==> config.mk <==
export PLATFORM = sky130hd
export DESIGN_NAME = regex_top
export DESIGN_NICKNAME = d
export VERILOG_FILES = /design/src/regex_pkg.sv /design/src/literal_dfa.sv /design/src/category_matcher.sv /design/src/stream_sequencer.sv /design/src/regex_top.sv
export SDC_FILE = /design/constraint.sdc
export NUM_CORES = 2
export LEC_CHECK = 0
export BUFFER_PORTS_ARGS = -buffer_cell sky130_fd_sc_hd__buf_2
export CAP_MARGIN = 20
export CORE_UTILIZATION = 68
export DETAILED_ROUTE_END_ITERATION = 8
export PLACE_DENSITY_LB_ADDON = 0.08
export SLEW_MARGIN = 5
export SYNTH_ARGS = -nofsm -noshare
export SYNTH_HDL_FRONTEND = slang
export SYNTH_HIERARCHICAL = 1
export SYNTH_SLANG_ARGS = --single-unit
==> constraint.sdc <==
create_clock -name clk -period 7.2 [get_ports clk]
set_input_delay 1.08 -clock clk [delete_from_list [all_inputs] [get_ports clk]]
set_output_delay 1.08 -clock clk [all_outputs]
set_load 0.02 [all_outputs]
==> src/regex_pkg.sv <==
package regex_pkg;

  // Stream and category dimensions
  localparam int NUM_STREAMS    = 64;
  localparam int NUM_CATEGORIES = 2;

  // Category slots in the enable mask and the fired vector
  localparam int CAT_DHCP   = 0;
  localparam int CAT_FINGER = 1;

  // Widest pattern a matcher can hold, in bytes
  localparam int PAT_LEN_MAX = 8;

  // First pattern byte sits in the low byte, unused bytes at the top are zero
  localparam logic [PAT_LEN_MAX*8-1:0] PAT_DHCP   = 64'h0000_0000_7063_6864;
  localparam logic [PAT_LEN_MAX*8-1:0] PAT_FINGER = 64'h0000_7265_676e_6966;
  localparam int PAT_DHCP_LEN   = 4;
  localparam int PAT_FINGER_LEN = 6;

  // Byte path delay so the first byte follows the restored state
  localparam int CHAR_DELAY = 2;
  // End of packet delay so the match flag has settled
  localparam int EOP_DELAY  = 6;

  // Payload byte
  typedef logic [7:0] char_t;

  // Pattern bytes matched so far
  typedef logic [10:0] dfa_state_t;

  // Stream number
  typedef logic [$clog2(NUM_STREAMS)-1:0] stream_id_t;

  // Packets with at least one match, wraps
  typedef logic [15:0] count_t;

  // One bit per category
  typedef logic [NUM_CATEGORIES-1:0] cat_mask_t;

  // Byte beat on the payload path
  typedef struct packed {
    char_t char;
    logic  vld;
  } char_beat_t;

  // Packet framing in the sequencer
  typedef enum logic {
    SEQ_IDLE,
    SEQ_PKT
  } seq_state_e;

endpackage

==> src/literal_dfa.sv <==
module literal_dfa #(
  parameter logic [regex_pkg::PAT_LEN_MAX*8-1:0] PATTERN = regex_pkg::PAT_DHCP,
  parameter int PAT_LEN = regex_pkg::PAT_DHCP_LEN
) (
  input  logic                   clk,
  input  logic                   rst_n,
  input  regex_pkg::char_t       char_in,
  input  logic                   char_in_vld,
  input  regex_pkg::dfa_state_t  state_in,
  input  logic                   state_in_vld,
  output regex_pkg::dfa_state_t  state_out,
  output logic                   accept_out
);

  // Current match depth
  regex_pkg::dfa_state_t state_q;

  // Byte position of the next expected pattern byte
  logic [$clog2(regex_pkg::PAT_LEN_MAX)-1:0] pat_idx;

  regex_pkg::char_t next_byte;
  regex_pkg::char_t first_byte;
  regex_pkg::dfa_state_t state_inc;

  // State never exceeds PAT_LEN-1 between bytes, so low bits suffice
  assign pat_idx = state_q[$clog2(regex_pkg::PAT_LEN_MAX)-1:0];

  assign next_byte  = PATTERN[pat_idx*8 +: 8];
  assign first_byte = PATTERN[7:0];
  assign state_inc  = state_q + regex_pkg::dfa_state_t'(1);

  always_ff @(posedge clk)
  begin
    if (!rst_n)
    begin
      state_q    <= '0;
      accept_out <= 1'b0;
    end
    else
    begin
      // Accept is a one cycle pulse
      accept_out <= 1'b0;

      // Restored state wins over any byte
      if (state_in_vld)
      begin
        state_q <= state_in;
      end
      else if (char_in_vld)
      begin
        if (char_in == next_byte)
        begin
          // Whole pattern seen, report and start over
          if (state_inc == regex_pkg::dfa_state_t'(PAT_LEN))
          begin
            state_q    <= '0;
            accept_out <= 1'b1;
          end
          else
          begin
            state_q <= state_inc;
          end
        end
        // Mismatch may still start a fresh match
        else if (char_in == first_byte)
        begin
          state_q <= regex_pkg::dfa_state_t'(1);
        end
        else
        begin
          state_q <= '0;
        end
      end
    end
  end

  assign state_out = state_q;

endmodule

==> src/category_matcher.sv <==
module category_matcher #(
  parameter logic [regex_pkg::PAT_LEN_MAX*8-1:0] PATTERN = regex_pkg::PAT_DHCP,
  parameter int PAT_LEN = regex_pkg::PAT_DHCP_LEN
) (
  input  logic                    clk,
  input  logic                    rst_n,
  input  regex_pkg::char_beat_t   beat,
  input  logic                    load_state,
  input  logic                    new_stream_id,
  input  regex_pkg::stream_id_t   stream_id,
  input  logic                    eop,
  input  logic                    enable,
  output regex_pkg::count_t       count,
  output logic                    fired
);

  // Saved DFA state per stream
  regex_pkg::dfa_state_t state_mem [regex_pkg::NUM_STREAMS];

  // Restored state, one cycle after load
  regex_pkg::dfa_state_t state_in;
  logic                  state_in_vld;

  // Registered DFA inputs
  regex_pkg::char_t      char_in_r;
  logic                  char_in_vld_r;
  regex_pkg::dfa_state_t state_in_r;
  logic                  state_in_vld_r;

  // Raw and registered DFA outputs
  regex_pkg::dfa_state_t state_out;
  logic                  accept_out;
  regex_pkg::dfa_state_t state_out_r;
  logic                  accept_out_r;

  // Packet saw at least one match
  logic match_flag;

  // Restore the stream state, new streams start from zero
  always_ff @(posedge clk)
  begin
    if (!rst_n)
    begin
      state_in_vld <= 1'b0;
    end
    else
    begin
      state_in_vld <= load_state;
    end
    if (load_state)
    begin
      state_in <= new_stream_id ? '0 : state_mem[stream_id];
    end
  end

  // Register everything at the DFA boundary
  always_ff @(posedge clk)
  begin
    if (!rst_n)
    begin
      char_in_vld_r  <= 1'b0;
      state_in_vld_r <= 1'b0;
      accept_out_r   <= 1'b0;
    end
    else
    begin
      char_in_vld_r  <= beat.vld;
      state_in_vld_r <= state_in_vld;
      accept_out_r   <= accept_out;
    end
    char_in_r   <= beat.char;
    state_in_r  <= state_in;
    state_out_r <= state_out;
  end

  // Match flag and end of packet bookkeeping
  always_ff @(posedge clk)
  begin
    if (!rst_n)
    begin
      count      <= '0;
      match_flag <= 1'b0;
    end
    else
    begin
      if (load_state)
      begin
        match_flag <= 1'b0;
      end
      // Any accept in the packet sets it
      if (accept_out_r)
      begin
        match_flag <= 1'b1;
      end
      if (eop)
      begin
        if (enable)
        begin
          count                <= count + regex_pkg::count_t'(match_flag);
          state_mem[stream_id] <= state_out_r;
        end
        else
        begin
          // Saved state untouched, the flag is dropped
          match_flag <= 1'b0;
        end
      end
    end
  end

  assign fired = match_flag;

  literal_dfa #(
    .PATTERN (PATTERN),
    .PAT_LEN (PAT_LEN)
  ) i_dfa (
    .clk          (clk),
    .rst_n        (rst_n),
    .char_in      (char_in_r),
    .char_in_vld  (char_in_vld_r),
    .state_in     (state_in_r),
    .state_in_vld (state_in_vld_r),
    .state_out    (state_out),
    .accept_out   (accept_out)
  );

endmodule

==> src/stream_sequencer.sv <==
module stream_sequencer (
  input  logic                    clk,
  input  logic                    rst_n,
  input  logic                    sop,
  input  regex_pkg::stream_id_t   in_stream_id,
  input  regex_pkg::char_beat_t   beat,
  input  logic                    eop,
  input  logic                    cfg_we,
  input  regex_pkg::stream_id_t   cfg_stream,
  input  regex_pkg::cat_mask_t    cfg_enable,
  output logic                    load_state,
  output logic                    new_stream_id,
  output regex_pkg::stream_id_t   stream_id,
  output regex_pkg::char_beat_t   beat_d,
  output logic                    eop_d,
  output regex_pkg::cat_mask_t    enable
);

  // Packet framing state
  regex_pkg::seq_state_e state_q;

  // Streams that have loaded at least once
  logic [regex_pkg::NUM_STREAMS-1:0] seen_q;

  // Per stream category enables
  regex_pkg::cat_mask_t enable_tbl [regex_pkg::NUM_STREAMS];

  // Alignment pipes
  regex_pkg::char_beat_t beat_pipe [regex_pkg::CHAR_DELAY];
  logic [regex_pkg::EOP_DELAY-1:0] eop_pipe;

  // Framed inputs
  logic                  pkt_start;
  logic                  in_pkt;
  regex_pkg::char_beat_t beat_in;

  // Sop during a packet is dropped
  assign pkt_start = sop && (state_q == regex_pkg::SEQ_IDLE);
  assign in_pkt    = (state_q == regex_pkg::SEQ_PKT);

  // Bytes outside a packet never reach the matchers
  assign beat_in.char = beat.char;
  assign beat_in.vld  = beat.vld && in_pkt;

  always_ff @(posedge clk)
  begin
    if (!rst_n)
    begin
      state_q <= regex_pkg::SEQ_IDLE;
    end
    else
    begin
      case (state_q)
        regex_pkg::SEQ_IDLE:
        begin
          if (sop)
          begin
            state_q <= regex_pkg::SEQ_PKT;
          end
        end
        regex_pkg::SEQ_PKT:
        begin
          if (eop)
          begin
            state_q <= regex_pkg::SEQ_IDLE;
          end
        end
        default:
        begin
          state_q <= regex_pkg::SEQ_IDLE;
        end
      endcase
    end
  end

  // Load pulse, stream lookup and table updates
  always_ff @(posedge clk)
  begin
    if (!rst_n)
    begin
      load_state    <= 1'b0;
      new_stream_id <= 1'b0;
      stream_id     <= '0;
      enable        <= '0;
      seen_q        <= '0;
      for (int i = 0; i < regex_pkg::NUM_STREAMS; i++)
      begin
        enable_tbl[i] <= '0;
      end
    end
    else
    begin
      load_state <= pkt_start;
      if (pkt_start)
      begin
        new_stream_id <= !seen_q[in_stream_id];
        stream_id     <= in_stream_id;
        // Mask held for the whole packet
        enable        <= enable_tbl[in_stream_id];
      end
      // Stream counts as seen once it has loaded
      if (load_state)
      begin
        seen_q[stream_id] <= 1'b1;
      end
      if (cfg_we)
      begin
        enable_tbl[cfg_stream] <= cfg_enable;
      end
    end
  end

  // Byte and eop delay lines
  always_ff @(posedge clk)
  begin
    if (!rst_n)
    begin
      eop_pipe <= '0;
      for (int i = 0; i < regex_pkg::CHAR_DELAY; i++)
      begin
        beat_pipe[i].vld <= 1'b0;
      end
    end
    else
    begin
      eop_pipe     <= {eop_pipe[regex_pkg::EOP_DELAY-2:0], eop && in_pkt};
      beat_pipe[0] <= beat_in;
      for (int i = 1; i < regex_pkg::CHAR_DELAY; i++)
      begin
        beat_pipe[i] <= beat_pipe[i-1];
      end
    end
  end

  assign beat_d = beat_pipe[regex_pkg::CHAR_DELAY-1];
  assign eop_d  = eop_pipe[regex_pkg::EOP_DELAY-1];

endmodule

==> src/regex_top.sv <==
module regex_top (
  input  logic                    clk,
  input  logic                    rst_n,
  input  logic                    sop,
  input  regex_pkg::stream_id_t   in_stream_id,
  input  regex_pkg::char_beat_t   beat,
  input  logic                    eop,
  input  logic                    cfg_we,
  input  regex_pkg::stream_id_t   cfg_stream,
  input  regex_pkg::cat_mask_t    cfg_enable,
  output regex_pkg::count_t       count_dhcp,
  output regex_pkg::count_t       count_finger,
  output regex_pkg::cat_mask_t    fired
);

  // Shared matcher controls
  logic                  load_state;
  logic                  new_stream_id;
  regex_pkg::stream_id_t stream_id;
  regex_pkg::char_beat_t beat_d;
  logic                  eop_d;
  regex_pkg::cat_mask_t  enable;

  stream_sequencer i_seq (
    .clk           (clk),
    .rst_n         (rst_n),
    .sop           (sop),
    .in_stream_id  (in_stream_id),
    .beat          (beat),
    .eop           (eop),
    .cfg_we        (cfg_we),
    .cfg_stream    (cfg_stream),
    .cfg_enable    (cfg_enable),
    .load_state    (load_state),
    .new_stream_id (new_stream_id),
    .stream_id     (stream_id),
    .beat_d        (beat_d),
    .eop_d         (eop_d),
    .enable        (enable)
  );

  // "dhcp" category
  category_matcher #(
    .PATTERN (regex_pkg::PAT_DHCP),
    .PAT_LEN (regex_pkg::PAT_DHCP_LEN)
  ) i_dhcp (
    .clk           (clk),
    .rst_n         (rst_n),
    .beat          (beat_d),
    .load_state    (load_state),
    .new_stream_id (new_stream_id),
    .stream_id     (stream_id),
    .eop           (eop_d),
    .enable        (enable[regex_pkg::CAT_DHCP]),
    .count         (count_dhcp),
    .fired         (fired[regex_pkg::CAT_DHCP])
  );

  // "finger" category
  category_matcher #(
    .PATTERN (regex_pkg::PAT_FINGER),
    .PAT_LEN (regex_pkg::PAT_FINGER_LEN)
  ) i_finger (
    .clk           (clk),
    .rst_n         (rst_n),
    .beat          (beat_d),
    .load_state    (load_state),
    .new_stream_id (new_stream_id),
    .stream_id     (stream_id),
    .eop           (eop_d),
    .enable        (enable[regex_pkg::CAT_FINGER]),
    .count         (count_finger),
    .fired         (fired[regex_pkg::CAT_FINGER])
  );

endmodule

# Word-level counts from Yosys, hierarchy flattened
# Memories as Yosys holds them, arrays and structs flattened. A register that Yosys moved wholly into a read port is not among the register bits.
# Cells that the tools add are included.
# W data, S select, Z words.
dict set report op_classes {
  add_sub_neg 4
  order_cmp 3
  n_eq_ne 6
  shift 2
  n_mux 45
  bitwise_logic 8
  n_reduce_logical 12
}
# cell n
set ops {}
lappend ops {{$shiftx A64 B7 Y8 const A} 2}
lappend ops {{$mux W11} 8}
lappend ops {{$or A64 B64 Y64} 1}
lappend ops {{$add A16 B1 Y16} 2}
lappend ops {{$mux W1} 32}
lappend ops {{$add A11 B1 Y11 const B} 2}
lappend ops {{$eq A11 B3 Y1 const B} 2}
lappend ops {{$eq A8 B7 Y1 const B} 2}
lappend ops {{$eq A8 B8 Y1} 2}
lappend ops {{$lt A6 B7 Y1 const B} 2}
lappend ops {{$reduce_or A4 Y1} 2}
lappend ops {{$bmux W1 S6} 1}
lappend ops {{$demux W1 S6} 1}
lappend ops {{$ge A6 B1 Y1 const B} 1}
lappend ops {{$mux W6} 1}
lappend ops {{$not A1 Y1} 5}
lappend ops {{$logic_and A1 B1 Y1} 4}
lappend ops {{$reduce_and A2 Y1} 2}
lappend ops {{$logic_not A1 Y1} 2}
lappend ops {{$mux W2} 1}
lappend ops {{$or A1 B1 Y1} 2}
lappend ops {{$pmux W1 S2} 1}
lappend ops {{$reduce_bool A2 Y1} 1}
lappend ops {{$reduce_or A2 Y1} 1}
dict set report word_totals {
  ff_bits 194
  mem_bits_rw 1554
  inputBits 28
  out_inout_bits 34
  word_cells 108
  n_memories 4
}
# name depth word_bits rd rd_ports_with_merged_regs write_ports line_no
set mem_list {}
lappend mem_list {i_dhcp.state_mem 64 11 1 1 1 category_matcher.sv:18} ;# regex_pkg::dfa_state_t state_mem [regex_pkg::NUM_STREAMS];
lappend mem_list {i_finger.state_mem 64 11 1 1 1 category_matcher.sv:18}
lappend mem_list {i_seq.enable_tbl 64 2 1 1 64 stream_sequencer.sv:26} ;# regex_pkg::cat_mask_t enable_tbl [regex_pkg::NUM_STREAMS];
lappend mem_list {i_seq.beat_pipe 2 9 2 0 2 stream_sequencer.sv:29} ;# regex_pkg::char_beat_t beat_pipe [regex_pkg::CHAR_DELAY];

# Longest topological paths before layout
dict set report logic_depth {
  ltp_word 6
  ltp_mapped 11
  depth_no_buf 8
}

# Cells and area by module
# Netlist, hierarchy kept.
# mod n_inst cells_per_inst area_per_inst_um2 seq_area_each_um2
set by_module_without_submodules {}
lappend by_module_without_submodules {category_matcher 2 1627 29336.9 22491.6}
lappend by_module_without_submodules {stream_sequencer 1 905 10294.9 5985.7}
lappend by_module_without_submodules {{literal_dfa (i_finger.i_dfa)} 1 148 1123.6 240.2}
lappend by_module_without_submodules {{literal_dfa (i_dhcp.i_dfa)} 1 131 1066.0 240.2}

# Least setup slack after synthesis
# OpenSTA, ideal clock, no wires.
dict set report synth_timing {
  kind {input to register}
  from {in rst_n}
  to {mem i_dhcp/state_mem[11][0] (netlist bit) (enable)}
  setup_time_ps 378
  arrival_time_ps 2254
  required_time_ps 6822
  slack_ps 4567
  stages 5
  path_buffers 1
  cell_sequence {and3_1 > clkbuf_1 > and2_1 > nand2_1 > nor2_1}
}
dict set report synth_between {
  elab_chain_cells 2
}
# element line_no
set synth_lines {}
lappend synth_lines {{start: declaration} regex_top.sv:3} ;# input logic rst_n,
lappend synth_lines {{$mux W1} category_matcher.sv:79} ;# if (!rst_n)
lappend synth_lines {{$mux W1 (not written as such)} category_matcher.sv:100} ;# state_mem[stream_id] <= state_out_r;
lappend synth_lines {{end: declaration} category_matcher.sv:18}
# No other way between the ends.

==> impl_metrics.env <==
export IMPL_die_area_mm2=0.106
export IMPL_nFillCells=6100
export IMPL_cts_resized=0
export IMPL_end_kind="register"
export IMPL_grt_pass1_vias=40542
export IMPL_multiInputGateArea_mm2=0.0181
export IMPL_clkSinkCount=1783
export IMPL_crit_fanout=46
export IMPL_cts_root_buf="clkbuf_16"
export IMPL_post_cts_buffers=0
export IMPL_drc=0
export IMPL_finalSetupViolCount=0
export IMPL_wl_met2_um=81200
export IMPL_cap_violations=0
export IMPL_grt_ovfl_total=0
export IMPL_min_period_ns=4.23
export IMPL_max_freq_mhz=236
export IMPL_synth_top_family_by_area="multiplexers"
export IMPL_core_area_mm2=0.104
export IMPL_ant_nets=0
export IMPL_gp_congestion=0.938
export IMPL_synth_area_per_cell_um2=16.0
export IMPL_grt_pass1_wl_um=265000
export IMPL_dp_slack_ns=3.08
export IMPL_antenna_found_initial=12
export IMPL_post_drt_wl_per_cell_um=30.0
export IMPL_period_share_pct=58.8
export IMPL_status="finished, final reports clean"
export IMPL_synthFlopType="edfxtp_1"
export IMPL_cp_top_family="compound AO/OA/AOI/OAI gates"
export IMPL_synth_top_area_cell="edfxtp_1"
export IMPL_cts_max_level=4
export IMPL_initial_utilization_pct=68.7
export IMPL_hold_viol_final=0
export IMPL_synth_compound_area_share_pct=7.52
export IMPL_start_kind="register"
export IMPL_rows=118
export IMPL_cp_slowest_cell="clkinv_1"
export IMPL_rsz0062_at_grt="no"
export IMPL_crit_buf_inv=1
export IMPL_layout_area_seq_mm2=0.0515
export IMPL_p_per_area_mw_per_mm2=270
export IMPL_drt_vias_per_instance=6.94
export IMPL_dr_pass1_iters=8
export IMPL_slew_headroom_pct=17.7
export IMPL_syn_area_mm2=0.0712
export IMPL_die_w_um=325
export IMPL_synth_edff_count=1574
export IMPL_wl_met3_um=25100
export IMPL_drt_iter0_markers=6428
export IMPL_setup_ws_ns=2.97
export IMPL_cp_slowest_stage_delay_ns=1.17
export IMPL_met1_length_um=68200
export IMPL_routed_wl_um=181000
export IMPL_hp_class="reg2reg"
export IMPL_ys_top_cells_by_area="edfxtp_1 (66%), dfxtp_1 (5.9%), mux4_2 (4.7%)"
export IMPL_ys_ff_latch=1783
export IMPL_routed_top_layer="met5"
export IMPL_ctsLongestPathBuffers=3
export IMPL_portBuffers=61
export IMPL_area_delta_synth_final_pct=10.1
export IMPL_yosys_area_share_adder_pct=0.229
export IMPL_finalPower_w=0.0212
export IMPL_cts_tree="done"
export IMPL_clock_latency_ns=0.79
export IMPL_synth_xor_area_share_pct=0.517
export IMPL_synth_cell_types=95
export IMPL_cts_made_buffers=170
export IMPL_grt_usage_pct=34.3
export IMPL_synthesis_yosys_warnings=6
export IMPL_synthSimpleGateAreaFrac_pct=6.84
export IMPL_synth_top_area_share_pct=66.4
export IMPL_grt_start_max_net_pins=105
export IMPL_slew_violations=0
export IMPL_cts_clk_slew_worst_paths_ns=0.06
export IMPL_vias=41902
export IMPL_tightest_slew_ns=1.20
export IMPL_ir_drop_mv=0.222
export IMPL_finClkSkew_ns=0.0288
export IMPL_ys_seq_area_share_pct=72.3
export IMPL_ioPinCount=62
export IMPL_drive_above_1_share_pct=16.6
export IMPL_synth_mux_area_share_pct=10.3
export IMPL_fp_dieH_um=325
export IMPL_crit_required_ns=7.69
export IMPL_async_flop_share_pct=0
export IMPL_power_leakage_nw=25.9
export IMPL_fin_setup_tns_ns=0
export IMPL_r2r_setup_slack_ns=2.97
export IMPL_synth_nets=4479
export IMPL_nNetsFinal=4551
export IMPL_dp_hpwl_um=107000
export IMPL_crit_arrival_ns=4.72
export IMPL_netlist_instances=4438
export IMPL_cts_hold_buffers=0
export IMPL_crit_chain="clkinv_1, a221oi_1, o22ai_1, a22o_1, a2111oi_0, a41oi_1"
export IMPL_worstSetupPathType="reg2reg"
path summary, 6_finish.rpt:
path,start,to,cells past startpoint
min reg2reg,i_dhcp/state_in[10],i_dhcp/state_in_r[10],0
min,i_dhcp/state_in[10],i_dhcp/state_in_r[10],0
max,i_seq/stream_id[1],i_dhcp/state_in[3],6
max reg2reg,i_seq/stream_id[1],i_dhcp/state_in[3],6
layer usage:
layer / track usage, % / up-vias
li1: - / 17526
met1: 49.2 / 20867
met2: 50.1 / 2993
met3: 10.9 / 504
met4: 12.0 / 12
met5: 0 / -
stage by stage:
step	hold WS, ns	std cells	instance area [um2]	utilization [%]
global placement	0.328	5683	72500	69.9
detailed placement	0.347	5697	72600	70.1
global route	0.365	6033	78300	75.6
finish	0.361	6041	78400	75.6
CTS	0.361	6012	78100	75.4
floorplan	0.323	4438	71200	-
area by class of cell:
class	instances	share of cell area, %
timing repair buffer	189	1.75
clock buffer	235	6.09
sequential	1783	65.7
clock inverter	80	0.974
multi-input combinational	2336	23.1
antenna	8	0.0256
inverter	30	0.144
tap	1380	2.20
cell families (layout without fill, tap and decap cells):
group                      count (synthesis)  count (layout)
DFF                                     1783            1783
buffers and inverters                    319             534
and+or+nand+nor                         1006            1006
other                                      0               8
AOI/OAI and AO/OA                        774             774
adders and majority gates                 13              13
muxes                                    501             501
xor gates and xnor gates                  42              42
placed cells by master, fill, tap and decap left out, types with 21 or more instances in the layout:
cell type	instances
a21oi_1	184
a221oi_1	92
a22o_1	34
a22oi_1	108
a31oi_1	21
and2_1	83
and3_1	22
buf_2	61
buf_4	107
clkbuf_1	41
clkbuf_16	173
clkbuf_8	21
clkinv_1	29
clkinv_2	28
dfxtp_1	181
dfxtp_2	23
edfxtp_1	1574
inv_1	24
mux2_2	119
mux2i_1	214
mux4_2	148
nand2_1	243
nand3_1	37
nor2_1	360
nor2b_1	91
nor3_1	30
nor3b_1	26
o21ai_0	106
o22ai_1	64
xnor2_1	30
Yosys cell counts, types with 19 or more instances:
library cell	number
edfxtp_1	1574
nor2_1	362
nand2_1	243
mux2i_1	214
dfxtp_1	209
a21oi_1	184
mux4_2	148
mux2_2	119
clkbuf_1	118
a22oi_1	108
o21ai_0	106
nor2b_1	97
a221oi_1	92
buf_2	86
and2_1	83
o22ai_1	64
buf_4	49
nand3_1	37
a22o_1	34
nor3_1	30
xnor2_1	30
nor3b_1	26
inv_1	24
and3_1	22
a31oi_1	21
nand4_1	19
registers in the layout (all words and copies together), names as in the netlist, 16 cells and up:
signal              count
i_dhcp/count           16
i_seq/beat_pipe        18
i_finger/count         16
i_seq/enable_tbl      128
i_finger/state_mem    704
i_dhcp/state_mem      704
i_seq/seen_q           64
where the power goes:
group | internal [W] | switching (W)
Clock | 0.00501 | 0.00378
Combinational | 0.000364 | 0.000705
Sequential | 0.0112 | 0.0000816
Total | 0.0166 | 0.00457
(Power assumes the default switching activity.)
